<file path="config.mk">
export PLATFORM = sky130hd
export DESIGN_NAME = fabric_tile
export DESIGN_NICKNAME = d
export VERILOG_FILES = /design/src/fabric_pkg.sv /design/src/fabric_tile.sv /design/src/switch_box.sv /design/src/logic_block.sv /design/src/config_loader.sv
export SDC_FILE = /design/constraint.sdc
export NUM_CORES = 1
export LEC_CHECK = 0
export BUFFER_PORTS_ARGS = -buffer_cell sky130_fd_sc_hd__buf_2
export CAP_MARGIN = 30
export CORE_MARGIN = 4
export CORE_UTILIZATION = 55
export CTS_CLUSTER_SIZE = 25
export DETAILED_ROUTE_END_ITERATION = 12
export GPL_TIMING_DRIVEN = 0
export PLACE_DENSITY_LB_ADDON = 0.08
export SYNTH_ARGS = -nofsm -noshare
export SYNTH_HDL_FRONTEND = slang
export SYNTH_SLANG_ARGS = --single-unit
</file>
<file path="constraint.sdc">
create_clock -name clk -period 3.11 [get_ports clk]
set_input_delay 0.1555 -clock clk [delete_from_list [all_inputs] [get_ports clk]]
set_output_delay 0.1555 -clock clk [all_outputs]
set_load 0.05 [all_outputs]
</file>
<file path="src/fabric_pkg.sv">
//~~~~~~~~~~~~~~~~~~~~~~~~~~~~~~~~~~~~~~~~~~~~~~~~~~~~~~~~~~~~~~~~~~~~~~~~~~
// Fabric tile types: tracks, block configurations and the 33-bit
// configuration word with its two payload views.
//~~~~~~~~~~~~~~~~~~~~~~~~~~~~~~~~~~~~~~~~~~~~~~~~~~~~~~~~~~~~~~~~~~~~~~~~~~

package fabric_pkg;

   //~~~~~~~~~~~~~~~~~~~~~~~~~~~~~~~~~~~~~~~~~~~~~~~~~~~~~~~~~~~~~~~~~~~~~~~~
   // Tracks
   //~~~~~~~~~~~~~~~~~~~~~~~~~~~~~~~~~~~~~~~~~~~~~~~~~~~~~~~~~~~~~~~~~~~~~~~~

   typedef logic [3:0] side_tracks_t;           // Bit n is track n.

   typedef struct packed {
      side_tracks_t side_3;                     // Top.
      side_tracks_t side_2;                     // Left.
      side_tracks_t side_1;                     // Bottom.
      side_tracks_t side_0;                     // Right.
   } tracks_t;

   //~~~~~~~~~~~~~~~~~~~~~~~~~~~~~~~~~~~~~~~~~~~~~~~~~~~~~~~~~~~~~~~~~~~~~~~~
   // Block configurations
   //~~~~~~~~~~~~~~~~~~~~~~~~~~~~~~~~~~~~~~~~~~~~~~~~~~~~~~~~~~~~~~~~~~~~~~~~

   // One select per outgoing track, side 0 track 0 in bits 1:0.
   typedef struct packed {
      logic [1:0] s3_t3;
      logic [1:0] s3_t2;
      logic [1:0] s3_t1;
      logic [1:0] s3_t0;
      logic [1:0] s2_t3;
      logic [1:0] s2_t2;
      logic [1:0] s2_t1;
      logic [1:0] s2_t0;
      logic [1:0] s1_t3;
      logic [1:0] s1_t2;
      logic [1:0] s1_t1;
      logic [1:0] s1_t0;
      logic [1:0] s0_t3;
      logic [1:0] s0_t2;
      logic [1:0] s0_t1;
      logic [1:0] s0_t0;
   } sb_cfg_t;

   typedef struct packed {
      logic [6:0]      reserved;
      logic            registered;              // Result taken from the flop.
      logic [3:0][1:0] in_sel;                  // Track of side i for input i.
      logic [15:0]     truth;                   // Input 0 is the index LSB.
   } clb_cfg_t;

   typedef union packed {
      sb_cfg_t  sb;
      clb_cfg_t clb;
   } cfg_payload_u;

   //~~~~~~~~~~~~~~~~~~~~~~~~~~~~~~~~~~~~~~~~~~~~~~~~~~~~~~~~~~~~~~~~~~~~~~~~
   // Configuration word
   //~~~~~~~~~~~~~~~~~~~~~~~~~~~~~~~~~~~~~~~~~~~~~~~~~~~~~~~~~~~~~~~~~~~~~~~~

   typedef enum logic {
      cfg_switch = 1'b0,
      cfg_logic  = 1'b1
   } cfg_target_e;

   typedef struct packed {
      cfg_target_e  target;
      cfg_payload_u payload;
   } cfg_word_t;

endpackage
</file>
<file path="src/fabric_tile.sv">
//~~~~~~~~~~~~~~~~~~~~~~~~~~~~~~~~~~~~~~~~~~~~~~~~~~~~~~~~~~~~~~~~~~~~~~~~~~
// Fabric tile. Configuration loader, logic block and switch box of one
// island of the programmable fabric.
//~~~~~~~~~~~~~~~~~~~~~~~~~~~~~~~~~~~~~~~~~~~~~~~~~~~~~~~~~~~~~~~~~~~~~~~~~~

`timescale 1ns/1ps

module fabric_tile (
   input  logic                  clk,
   input  logic                  rst,

   // Configuration port.
   input  logic                  cfg_valid,
   input  fabric_pkg::cfg_word_t cfg_word,
   output logic                  cfg_ready,
   output logic                  configured,

   // Routing tracks.
   input  fabric_pkg::tracks_t   tracks_in,
   output fabric_pkg::tracks_t   tracks_out
);

   logic                     sb_cfg_en;         // Switch box write.
   logic                     clb_cfg_en;        // Logic block write.
   fabric_pkg::cfg_payload_u cfg_payload;       // Shared write data.
   logic                     clb_result;        // Lookup result to routing.

   //~~~~~~~~~~~~~~~~~~~~~~~~~~~~~~~~~~~~~~~~~~~~~~~~~~~~~~~~~~~~~~~~~~~~~~~~
   // Configuration
   //~~~~~~~~~~~~~~~~~~~~~~~~~~~~~~~~~~~~~~~~~~~~~~~~~~~~~~~~~~~~~~~~~~~~~~~~

   config_loader u_loader (
      .clk         (clk),
      .rst         (rst),
      .cfg_valid   (cfg_valid),
      .cfg_word    (cfg_word),
      .cfg_ready   (cfg_ready),
      .sb_cfg_en   (sb_cfg_en),
      .clb_cfg_en  (clb_cfg_en),
      .cfg_payload (cfg_payload),
      .configured  (configured)
   );

   //~~~~~~~~~~~~~~~~~~~~~~~~~~~~~~~~~~~~~~~~~~~~~~~~~~~~~~~~~~~~~~~~~~~~~~~~
   // Datapath
   //~~~~~~~~~~~~~~~~~~~~~~~~~~~~~~~~~~~~~~~~~~~~~~~~~~~~~~~~~~~~~~~~~~~~~~~~

   // The lookup reads incoming tracks only, so routing has no loop.
   logic_block u_clb (
      .clk         (clk),
      .rst         (rst),
      .cfg_en      (clb_cfg_en),
      .cfg_payload (cfg_payload),
      .tracks_in   (tracks_in),
      .clb_result  (clb_result)
   );

   switch_box u_sb (
      .clk         (clk),
      .rst         (rst),
      .cfg_en      (sb_cfg_en),
      .cfg_payload (cfg_payload),
      .tracks_in   (tracks_in),
      .clb_result  (clb_result),
      .tracks_out  (tracks_out)
   );

endmodule

</file>
<file path="src/switch_box.sv">
//~~~~~~~~~~~~~~~~~~~~~~~~~~~~~~~~~~~~~~~~~~~~~~~~~~~~~~~~~~~~~~~~~~~~~~~~~~
// Switch box. Each outgoing track takes the same track of another side
// or the logic block result, as chosen by a 2-bit select.
//~~~~~~~~~~~~~~~~~~~~~~~~~~~~~~~~~~~~~~~~~~~~~~~~~~~~~~~~~~~~~~~~~~~~~~~~~~

`timescale 1ns/1ps

//               side 3
//
//   side 2    switch_box    side 0
//
//               side 1

module switch_box (
   input  logic                     clk,
   input  logic                     rst,
   input  logic                     cfg_en,
   input  fabric_pkg::cfg_payload_u cfg_payload,
   input  fabric_pkg::tracks_t      tracks_in,
   input  logic                     clb_result,
   output fabric_pkg::tracks_t      tracks_out
);

   fabric_pkg::sb_cfg_t  cfg_q;                 // Routing configuration.
   logic [3:0][3:0][1:0] sel;                   // Indexed [side][track].
   logic [3:0][3:0]      in_arr;                // Incoming [side][track].
   logic [3:0][3:0]      out_arr;               // Outgoing [side][track].

   //~~~~~~~~~~~~~~~~~~~~~~~~~~~~~~~~~~~~~~~~~~~~~~~~~~~~~~~~~~~~~~~~~~~~~~~~
   // Configuration register
   //~~~~~~~~~~~~~~~~~~~~~~~~~~~~~~~~~~~~~~~~~~~~~~~~~~~~~~~~~~~~~~~~~~~~~~~~

   // 16 switches with 4 options each fill the 32-bit register.
   always_ff @(posedge clk or negedge rst) begin
      if (!rst) begin
         cfg_q <= '0;
      end else if (cfg_en) begin
         cfg_q <= cfg_payload.sb;
      end
   end

   assign sel    = cfg_q;                       // Side 3 track 3 is the top field.
   assign in_arr = tracks_in;

   //~~~~~~~~~~~~~~~~~~~~~~~~~~~~~~~~~~~~~~~~~~~~~~~~~~~~~~~~~~~~~~~~~~~~~~~~
   // Track multiplexers
   //~~~~~~~~~~~~~~~~~~~~~~~~~~~~~~~~~~~~~~~~~~~~~~~~~~~~~~~~~~~~~~~~~~~~~~~~

   // A select equal to the own side number picks the logic block,
   // which frees that slot since a side never feeds itself.
   for (genvar s = 0; s < 4; s++) begin : g_side
      localparam logic [1:0] own_side = 2'(s);

      for (genvar t = 0; t < 4; t++) begin : g_track
         assign out_arr[s][t] = (sel[s][t] == own_side) ? clb_result
                                                       : in_arr[sel[s][t]][t];
      end
   end

   assign tracks_out = out_arr;

   //~~~~~~~~~~~~~~~~~~~~~~~~~~~~~~~~~~~~~~~~~~~~~~~~~~~~~~~~~~~~~~~~~~~~~~~~
   // Checks
   //~~~~~~~~~~~~~~~~~~~~~~~~~~~~~~~~~~~~~~~~~~~~~~~~~~~~~~~~~~~~~~~~~~~~~~~~

   // Routing must stay fully defined for every cycle out of reset.
   a_cfg_known : assert property (
      @(posedge clk) disable iff (!rst)
      !$isunknown(cfg_q)
   ) else $error("switch_box: configuration register has unknown bits");

endmodule

</file>
<file path="src/logic_block.sv">
//~~~~~~~~~~~~~~~~~~~~~~~~~~~~~~~~~~~~~~~~~~~~~~~~~~~~~~~~~~~~~~~~~~~~~~~~~~
// Logic block. A 4-input lookup table fed by one track per side, with a
// combinational or registered result.
//~~~~~~~~~~~~~~~~~~~~~~~~~~~~~~~~~~~~~~~~~~~~~~~~~~~~~~~~~~~~~~~~~~~~~~~~~~

`timescale 1ns/1ps

module logic_block (
   input  logic                     clk,
   input  logic                     rst,
   input  logic                     cfg_en,
   input  fabric_pkg::cfg_payload_u cfg_payload,
   input  fabric_pkg::tracks_t      tracks_in,
   output logic                     clb_result
);

   fabric_pkg::clb_cfg_t cfg_q;                 // Function configuration.
   logic [3:0][3:0]      in_arr;                // Incoming [side][track].
   logic [3:0]           lut_in;                // Lookup index.
   logic                 lut_val;               // Direct lookup value.
   logic                 lut_q;                 // Registered lookup value.

   //~~~~~~~~~~~~~~~~~~~~~~~~~~~~~~~~~~~~~~~~~~~~~~~~~~~~~~~~~~~~~~~~~~~~~~~~
   // Configuration register
   //~~~~~~~~~~~~~~~~~~~~~~~~~~~~~~~~~~~~~~~~~~~~~~~~~~~~~~~~~~~~~~~~~~~~~~~~

   always_ff @(posedge clk or negedge rst) begin
      if (!rst) begin
         cfg_q <= '0;                           // Zero table gives result 0.
      end else if (cfg_en) begin
         cfg_q <= cfg_payload.clb;
      end
   end

   //~~~~~~~~~~~~~~~~~~~~~~~~~~~~~~~~~~~~~~~~~~~~~~~~~~~~~~~~~~~~~~~~~~~~~~~~
   // Lookup table
   //~~~~~~~~~~~~~~~~~~~~~~~~~~~~~~~~~~~~~~~~~~~~~~~~~~~~~~~~~~~~~~~~~~~~~~~~

   assign in_arr = tracks_in;

   // Input i only ever sees side i, so one select per input suffices.
   for (genvar i = 0; i < 4; i++) begin : g_input
      assign lut_in[i] = in_arr[i][cfg_q.in_sel[i]];
   end

   assign lut_val = cfg_q.truth[lut_in];

   // Samples every cycle so switching to registered mode is immediate.
   always_ff @(posedge clk or negedge rst) begin
      if (!rst) begin
         lut_q <= 1'b0;
      end else begin
         lut_q <= lut_val;
      end
   end

   assign clb_result = cfg_q.registered ? lut_q : lut_val;

   //~~~~~~~~~~~~~~~~~~~~~~~~~~~~~~~~~~~~~~~~~~~~~~~~~~~~~~~~~~~~~~~~~~~~~~~~
   // Checks
   //~~~~~~~~~~~~~~~~~~~~~~~~~~~~~~~~~~~~~~~~~~~~~~~~~~~~~~~~~~~~~~~~~~~~~~~~

   // The loader must present a clean word on the cycle it writes us.
   a_payload_known : assert property (
      @(posedge clk) disable iff (!rst)
      cfg_en |-> !$isunknown(cfg_payload)
   ) else $error("logic_block: payload has unknown bits during a write");

endmodule

</file>
<file path="src/config_loader.sv">
//~~~~~~~~~~~~~~~~~~~~~~~~~~~~~~~~~~~~~~~~~~~~~~~~~~~~~~~~~~~~~~~~~~~~~~~~~~
// Configuration loader. Takes words over a valid/ready port and writes
// each one into the switch box or the logic block.
//~~~~~~~~~~~~~~~~~~~~~~~~~~~~~~~~~~~~~~~~~~~~~~~~~~~~~~~~~~~~~~~~~~~~~~~~~~

`timescale 1ns/1ps

module config_loader (
   input  logic                     clk,
   input  logic                     rst,
   input  logic                     cfg_valid,
   input  fabric_pkg::cfg_word_t    cfg_word,
   output logic                     cfg_ready,
   output logic                     sb_cfg_en,
   output logic                     clb_cfg_en,
   output fabric_pkg::cfg_payload_u cfg_payload,
   output logic                     configured
);

   fabric_pkg::cfg_word_t word_q;               // Last accepted word.
   logic                  accept;               // Transfer on this edge.
   logic                  pending;              // Word waiting for its write.
   logic                  sb_loaded;            // Switch box written once.
   logic                  clb_loaded;           // Logic block written once.

   //~~~~~~~~~~~~~~~~~~~~~~~~~~~~~~~~~~~~~~~~~~~~~~~~~~~~~~~~~~~~~~~~~~~~~~~~
   // Handshake
   //~~~~~~~~~~~~~~~~~~~~~~~~~~~~~~~~~~~~~~~~~~~~~~~~~~~~~~~~~~~~~~~~~~~~~~~~

   // Ready comes from state alone, one word every two cycles at most.
   assign cfg_ready = !pending;
   assign accept    = cfg_valid && cfg_ready;

   always_ff @(posedge clk or negedge rst) begin
      if (!rst) begin
         pending <= 1'b0;
      end else begin
         pending <= accept;                     // High for one cycle only.
      end
   end

   always_ff @(posedge clk) begin
      if (accept) begin
         word_q <= cfg_word;
      end
   end

   //~~~~~~~~~~~~~~~~~~~~~~~~~~~~~~~~~~~~~~~~~~~~~~~~~~~~~~~~~~~~~~~~~~~~~~~~
   // Write decode
   //~~~~~~~~~~~~~~~~~~~~~~~~~~~~~~~~~~~~~~~~~~~~~~~~~~~~~~~~~~~~~~~~~~~~~~~~

   assign sb_cfg_en   = pending && (word_q.target == fabric_pkg::cfg_switch);
   assign clb_cfg_en  = pending && (word_q.target == fabric_pkg::cfg_logic);
   assign cfg_payload = word_q.payload;         // Both blocks see it.

   // Sticky flags, set on the edge where the block takes its word.
   always_ff @(posedge clk or negedge rst) begin
      if (!rst) begin
         sb_loaded  <= 1'b0;
         clb_loaded <= 1'b0;
      end else begin
         sb_loaded  <= sb_loaded  || sb_cfg_en;
         clb_loaded <= clb_loaded || clb_cfg_en;
      end
   end

   assign configured = sb_loaded && clb_loaded;

   //~~~~~~~~~~~~~~~~~~~~~~~~~~~~~~~~~~~~~~~~~~~~~~~~~~~~~~~~~~~~~~~~~~~~~~~~
   // Checks
   //~~~~~~~~~~~~~~~~~~~~~~~~~~~~~~~~~~~~~~~~~~~~~~~~~~~~~~~~~~~~~~~~~~~~~~~~

   // A word lands in exactly one block.
   a_one_target : assert property (
      @(posedge clk) disable iff (!rst)
      $past(accept) |-> $onehot({sb_cfg_en, clb_cfg_en})
   ) else $error("config_loader: accepted word not written to exactly one block");

   // Writes only follow a transfer on the edge before, and go where it asked.
   a_en_after_accept : assert property (
      @(posedge clk) disable iff (!rst)
      (sb_cfg_en || clb_cfg_en) |->
         $past(accept) && (clb_cfg_en == ($past(cfg_word.target) == fabric_pkg::cfg_logic))
   ) else $error("config_loader: write enable without a matching accepted word");

endmodule

</file>
==> results.md, run 1 <==
Run status:
- The flow ran to the end, and the final reports show no timing, DRC or antenna violations.

Final layout:
- The area growth from synthesis to layout is 26.2%.
- The library cells used most frequently in the layout, excluding fill and tap cells, are sky130_fd_sc_hd__buf_2, sky130_fd_sc_hd__dfrtp_1, sky130_fd_sc_hd__mux2_2.
- The final layout contains 410 nets.
- Cells with a size suffix above 1 make up 44.4% of the layout.
- Leaving out fill and tap cells, the most frequent cell in the layout is sky130_fd_sc_hd__buf_2.
- The antenna diode count is 0.

Global routing:
- The number of global-route vias before repair is 2792.
- The met3 demand-to-capacity share in global routing is 5.21%.
- In the global route stage, met1 resource usage came out at 31.1%.
- The total global routing track utilization is 22.0%.
- For this run, global-route usage on met2 was measured as 35.3%.
- The first-pass GRT wire length is 14400 um.
- The layer with the highest usage is met2.
- Entering global routing, the biggest net connects 37 pins.
- Summed over all layers, the global routing overflow is 0.
- The initial antenna violation count was 0.

STA:
- The count of pins over their slew limit is 0.
- Setup repair after global routing left no endpoint under its margin.
- Setup violations remaining at the end of the flow were counted as 0.
- The final critical-path share of the clock period is 95.0%.
- The setup skew after layout is 4.99 ps.
- The shortest clock period the worst path allows after layout is 2950 ps.
- The final hold slack is 264 ps.
- Static timing analysis puts the maximum clock frequency at 339 MHz.
- After routing, the total negative slack on setup checks comes to 0 ps.
- The worst pin sits at a relative slew slack of 34.5%.
- For the pin with the worst max-slew slack, the measured transition is 980 ps.
- The number of hold violations in the final report is 0.

Route:
- The number of vias per cell after detailed routing is 5.58.
- The first detailed-routing pass took 4 iterations.
- The routed design has 8790 um of wire.
- For this block, the initial DRC count from the detailed router was 133.
- After detailed routing, the average wire length per cell comes to 19.1 um.
- The total via count in the routed design is 2562.
- The remaining design rule violation count is 0.
- In this run the remaining antenna-violating nets after routing total 0.

Logic synthesis:
- By area the synthesized netlist is led by sky130_fd_sc_hd__dfrtp_1, sky130_fd_sc_hd__edfxtp_1, sky130_fd_sc_hd__mux2_2.
- In this run the mean area of a mapped cell was 16.6 um^2.
- The count of state elements after synthesis is 94.
- The number of nets handed over by synthesis was 295.
- In the synthesized netlist the dominant register cell turns out to be sky130_fd_sc_hd__dfrtp_1.
- Sequential cells were found to cover 62.3% of the synthesized design area.
- The portion of synthesized cell area occupied by the leading cell type is 37.8%.
- The cell type contributing the most total cell area after synthesis is sky130_fd_sc_hd__dfrtp_1.
- The total number of yosys warnings is 0.
- The mapped cell area is 4040 um^2.
- In this run, synthesis inferred 33 flip-flops with an integrated enable.
- Counting distinct cell types in the post-synthesis netlist gives 25.
- After technology mapping, the gate count stands at 243.
- The share of flip-flops with an asynchronous set or reset is 64.9%.

Placement:
- The final weighted congestion in routability-driven placement is 0.775.
- The HPWL after detailed placement is 6170 um.
- Buffers placed on the I/O ports in this run total 69.

Critical path:
- The worst endpoint data arrival time is 2800 ps.
- The capturing point of the worst reg2reg path is u_clb.cfg_q[11]$_DFFE_PN0P_.
- The largest fanout on the critical path is 10.
- For the worst flop-to-flop path, the logic depth is 3.
- The critical path in this run is classified as reg2out.
- The startpoint identified for the worst register-to-register timing path is u_loader.pending$_DFF_PN0_.
- The critical path required time is 2950 ps.
- The worst register-to-register path has a setup slack of 1180 ps.
- The critical path endpoint category is a primary output.
- The kind of start point of the critical path is a flop.

Clock tree:
- The deepest clock path buffer count is 2.
- The TritonCTS buffer count is 9.
- At the later pin of the worst-skew pair, clock insertion delay measures 350 ps.
- The clock root buffer is sky130_fd_sc_hd__clkbuf_8.
- CTS saw 94 sinks.
- The H-tree level count is 3.
- The clock transition at the register clock pins on the worst setup and hold paths after CTS is 80 ps.
- The CTS tree is yes.

Die:
- The vertical extent of the die is 93.7 um.
- The die covers 8780 um^2.
- The standard-cell row count is 30.
- The overall die width is 93.7 um.
- The number of top-level pins is 70.
- The area inside the core boundary is 6940 um^2.
- For this configuration, the core starts out at a cell density of 58.2%.

Worst hold path:
- The source of the worst hold timing path is cfg_valid.
- The tightest min-delay check is of the in2reg type.
- Along the worst hold path, the cell count comes to 2.
- For hold timing, the worst endpoint is u_loader.pending$_DFF_PN0_.

Run:
- Max-cap violations in this run came to 0.

Power:
- The power per cell area is 691 nW/um^2.
- VDD sags by at most 0.000404 V.
- For this design the static power due to leakage is 2.09 nW.
[how the worst max path moves through the flow]
stage,startpoint,endpoint,cells after the start
6_report,u_clb.cfg_q[19]$_DFFE_PN0P_,tracks_out[9],9
5_1_grt,u_clb.cfg_q[19]$_DFFE_PN0P_,tracks_out[6],9
4_1_cts,u_clb.cfg_q[19]$_DFFE_PN0P_,tracks_out[10],9
3_5_place_dp,u_clb.cfg_q[19]$_DFFE_PN0P_,tracks_out[10],9
3_3_place_gp,u_loader.pending$_DFF_PN0_,u_loader.cfg_payload[25]$_DFFE_PP_,1
2_1_floorplan,u_clb.cfg_q[19]$_DFFE_PN0P_,tracks_out[10],8
[through the flow]
step	instance area [um^2]	util (%)	worst slack [ps]	power (mW)	cells
global route	5100	73.4	5.33	3.69	459
detailed placement	4530	65.3	485	2.65	409
finish	5100	73.4	156	3.52	459
CTS	5080	73.1	97.0	3.52	459
global placement	4500	64.9	101	2.63	408
floorplan	4040	-	721	2.37	243
[logic make-up (layout without fill, tap and decap cells)]
kind of cell	after synthesis	count (layout)	share of synthesized area (%)
DFF	94	94	62.3
and+or+nand+nor	26	26	3.28
muxes	77	77	26.8
buffers and inverters	18	138	2.04
AOI/OAI and AO/OA	28	28	5.55
[cell type report]
cell class | instances | area [um^2]
plain buffers | 9 | 48.8
flip-flops and latches | 94 | 2520
repair buffers | 104 | 716
well taps | 96 | 120
multi-input cells | 131 | 1450
clock buffers | 12 | 135
fillers | 476 | 1850
inverters | 9 | 33.8
clock inverters | 4 | 71.3
[synthesized netlist by cell type, types with 3 or more instances]
cell type,number
sky130_fd_sc_hd__a31o_1,10
sky130_fd_sc_hd__and2_1,3
sky130_fd_sc_hd__clkbuf_1,7
sky130_fd_sc_hd__dfrtp_1,61
sky130_fd_sc_hd__edfxtp_1,33
sky130_fd_sc_hd__inv_1,9
sky130_fd_sc_hd__mux2_2,49
sky130_fd_sc_hd__mux2i_1,8
sky130_fd_sc_hd__mux4_2,20
sky130_fd_sc_hd__nand2_1,12
sky130_fd_sc_hd__nor2b_1,3
sky130_fd_sc_hd__o21ai_0,8
sky130_fd_sc_hd__o41a_1,4
[flip-flops by register name, summed over array words and instances, names as in the netlist]
name and cells:
u_loader.cfg_payload 32, u_sb.cfg_q 32, u_clb.cfg_q 25, u_clb.lut_q 1, u_loader.clb_loaded 1, u_loader.pending 1, u_loader.sb_loaded 1, u_loader.word_q 1
[metal layers]
| metal | wire, um | part of all wire [%] |
|---|---|---|
| met1 | 3870 | 44 |
| met2 | 4320 | 49 |
| met3 | 518 | 5.9 |
| met4 | 73 | 0.83 |
| met5 | 0 | 0 |
[worst max-delay path: stages, from the launching register on]
cell	delay, ps
sky130_fd_sc_hd__dfrtp_1	390
sky130_fd_sc_hd__mux4_2	520
sky130_fd_sc_hd__buf_6	170
sky130_fd_sc_hd__mux2i_1	150
sky130_fd_sc_hd__a22oi_2	200
sky130_fd_sc_hd__nand4_2	180
sky130_fd_sc_hd__a21oi_4	240
sky130_fd_sc_hd__buf_6	180
sky130_fd_sc_hd__a31o_1	150
sky130_fd_sc_hd__buf_2	260
[what timing repair did]
item / CTS / global route
endpoints found under the setup margin: 0 / 10
resized for setup: 0 / 5
buffers inserted: 0 / 0
endpoints found under the hold margin: 58 / 0
hold buffers: 34 / 0
[power by group]
part | switching, mW | leakage, nW | internal, mW
Combinational | 0.626 | 0.955 | 0.468
Sequential | 0.126 | 1.03 | 1.46
Clock | 0.390 | 0.0982 | 0.451
No activity file was read; power rests on OpenSTA's default activity.
==> run 2: changes to the inputs <==
CORE_UTILIZATION = 50   (was 55)
clock period = 2.7 ns   (was 3.11 ns; I/O delays follow)
==> results.md, run 2 (synthesis results as in run 1) <==
Power:
- Dividing total power by cell area gives a power density of 805 nW/um^2.
- The analysis attributes to cell leakage a power of 2.15 nW.
- The maximum vdd ir drop is 0.000439 V.

STA:
- The count of pins over their slew limit is 0.
- The worst slew slack as a fraction of its limit is 48.5%.
- The sum of negative setup slack is -1300 ps.
- The smallest setup slack after layout is -119 ps.
- Setup violations remaining at the end of the flow were counted as 15.
- The setup skew after layout is 11.2 ps.
- The smallest clock period supported by the final layout is computed as 2820 ps.
- The final critical-path share of the clock period is 104%.
- The number of hold violations in the final report came to 0.
- For the pin with the worst max-slew slack, the measured transition is 773 ps.
- The highest clock rate is 355 MHz.
- Setup repair after global routing could not meet its margin everywhere.

Final layout:
- Of the cells placed in the final design, the portion with a size suffix greater than 1 is 46.5%.
- Once layout is done, the placed cells without fillers occupy 5260 um^2.
- The sequential standard cell area is 2520 um^2.
- The most frequent standard cell in the layout excluding fill and tap cells is sky130_fd_sc_hd__dfrtp_1.
- Counting the fill cells in the layout gives 596.
- The synthesis-to-layout area growth is 30.3%.
- Summing all multi-input logic gate instances after layout gives 1480 um^2.
- The antenna diode count is 0.
- The number of nets in the layout is 415.
- In the layout the commonest cells are sky130_fd_sc_hd__dfrtp_1, sky130_fd_sc_hd__buf_2, sky130_fd_sc_hd__mux2_2.

Clock tree:
- In this run the number of H-tree levels came out at 3.
- The clock passes through at most 2 buffers.
- The CTS tree is yes.
- The later-pin clock latency in the skew report is 350 ps.
- Clock-pin slew was measured on the worst setup and hold paths at 90 ps.
- The number of clock sinks seen by CTS is 94.
- The TritonCTS buffer count is 9.
- The clock root buffer is sky130_fd_sc_hd__clkbuf_8.

Global routing:
- The pin count of the biggest net entering global routing is 35.
- The number of global-route vias before repair came to 2873.
- The total global routing track utilization is 20.3%.
- The aggregate global routing overflow is 0.
- The initial antenna violation count came to 0.
- The first-pass GRT wire length is 15000 um.

Critical path:
- The source of the critical timing path is u_clb.cfg_q[19]$_DFFE_PN0P_.
- The most used cell along the critical path is sky130_fd_sc_hd__buf_6.
- The reg-to-reg startpoint is u_clb.cfg_q[19]$_DFFE_PN0P_.
- The capturing point of the worst reg2reg path is u_clb.lut_q$_DFF_PN0_.
- The largest fanout on the critical path is 8.
- The largest single stage delay on the critical path is 530 ps.
- The setup path with the least slack is of type reg2out.
- The critical path endpoint category is a primary output.
- STA puts the critical path data required time at 2570 ps.
- Traced cell by cell, the critical path runs through mux4_2 > buf_8 > mux2i_2 > a22oi_2 > nand3_2 > a21oi_4 > buf_6 > a31o_1 > buf_6.
- Setup slack on the worst reg-to-reg path comes out at 750 ps.
- The worst setup path endpoint is tracks_out[4].
- On the critical path the largest part of the delay comes from multiplexers.
- STA classifies the critical path startpoint as a flop.
- The path length in cells of the critical path is 9.
- The number of buffers and inverters on the critical path is 3.
- On the critical path, the stage with the largest delay is an instance of sky130_fd_sc_hd__mux4_2.
- For the worst setup path, the data arrival time is 2680 ps.
- The number of cells on the worst reg-to-reg path is 7.

Run status:
- The final reports fail on setup timing.
- The run finished, with violations left.

Die:
- The number of top-level pins is 70.
- The area inside the core boundary is 7810 um^2.
- Once the floorplan was initialized, standard cells occupied 51.7% of the core.
- The standard-cell row count is 32.
- The die is 97.9 um tall.
- The die footprint is 9580 um^2.
- The overall die width is 97.9 um.

Run:
- Across the run, the number of max-cap violations was 0.

Route:
- Dividing the detail-routed via count by the number of cells gives 5.51.
- The post-detailed-route wirelength per cell is 19.2 um.
- The number of detailed-routing iterations run before antenna repair is 4.
- In this run, the number of DRC markers left after iteration 0 of detailed routing was 50.
- Wire segments on met3 add up to 654 um in the final route.
- The top layer reached by signal wires is met4.
- In the routed design, unresolved DRC markers number 0.
- The routed design has 9020 um of wire.
- After detailed routing, the met2 layer carries 4440 um of wire.
- The total via count in the routed design is 2591.
- The length of routed wiring on met1 is 3820 um.
- In this run the remaining antenna-violating nets after routing total 0.

Placement:
- The half-perimeter wire length after placement is 6250 um.
- The cell area after placement is 4540 um^2.
- The final weighted congestion in routability-driven placement is 0.793.
- During placement, the flow inserted port buffers numbering 69.

Worst hold path:
- The type of the worst min-delay path is in2reg.
[run 2: repair_timing]
item | CTS | global route
hold buffers | 34 | 0
hold endpoints to repair | 63 | 0
pin swaps | 9 | 8
setup endpoints to repair | 16 | 16
buffers inserted | 2 | 1
gates resized for setup | 31 | 5
gates cloned | 1 | 0
[run 2: worst min path at each step]
stage                       startpoint                            endpoint  slack [ps]  cells after the start
final                        cfg_valid  u_loader.cfg_payload[22]$_DFFE_PP_         160                      2
after global routing         cfg_valid  u_loader.cfg_payload[22]$_DFFE_PP_         150                      2
after CTS                    cfg_valid          u_loader.pending$_DFF_PN0_         240                      2
after detailed placement           rst          u_sb.cfg_q[10]$_DFFE_PN0P_         250                      1
after global placement    cfg_word[13]  u_loader.cfg_payload[13]$_DFFE_PP_         310                      1
after floorplan                    rst          u_clb.cfg_q[0]$_DFFE_PN0P_        -160                      0
[run 2: power breakdown]
part | switching, mW | internal, mW
combinational | 0.753 | 0.674
sequential | 0.151 | 1.68
clock | 0.455 | 0.523
[run 2: cell type report]
cell class / count / share of cell area [%]
timing repair buffer: 109 / 16.0
clock inverter: 4 / 1.40
sequential: 94 / 47.8
multi-input combinational: 131 / 28.1
clock buffer: 12 / 2.57
tap: 102 / 2.43
inverter: 9 / 0.642
buffer: 9 / 0.999
[run 2: routing by layer]
| metal | track usage [%] | vias up |
|---|---|---|
| met5 | 0 | - |
| met4 | 7.03 | 0 |
| met3 | 5.29 | 9 |
| met2 | 32.2 | 97 |
| met1 | 27.4 | 1313 |
| li1 | - | 1172 |
[run 2: worst reg2reg max path: stages, from the launching register on]
cell and delay [ps]:
sky130_fd_sc_hd__dfrtp_1 390, sky130_fd_sc_hd__mux4_2 540, sky130_fd_sc_hd__buf_8 170, sky130_fd_sc_hd__mux2i_4 190, sky130_fd_sc_hd__a22oi_2 160, sky130_fd_sc_hd__nand4_2 140, sky130_fd_sc_hd__buf_4 170, sky130_fd_sc_hd__nand2_2 110
[run 2: through the flow]
stage	total power [mW]	worst slack (ps)	utilization [%]	cells	hold WS, ps
floorplan	2.73	331	-	243	-161
global placement	3.03	-326	57.8	414	311
detailed placement	3.06	106	58.1	415	246
CTS	4.23	-104	66.7	468	236
global route	4.44	-251	67.4	470	148
finish	4.24	-119	67.4	470	158
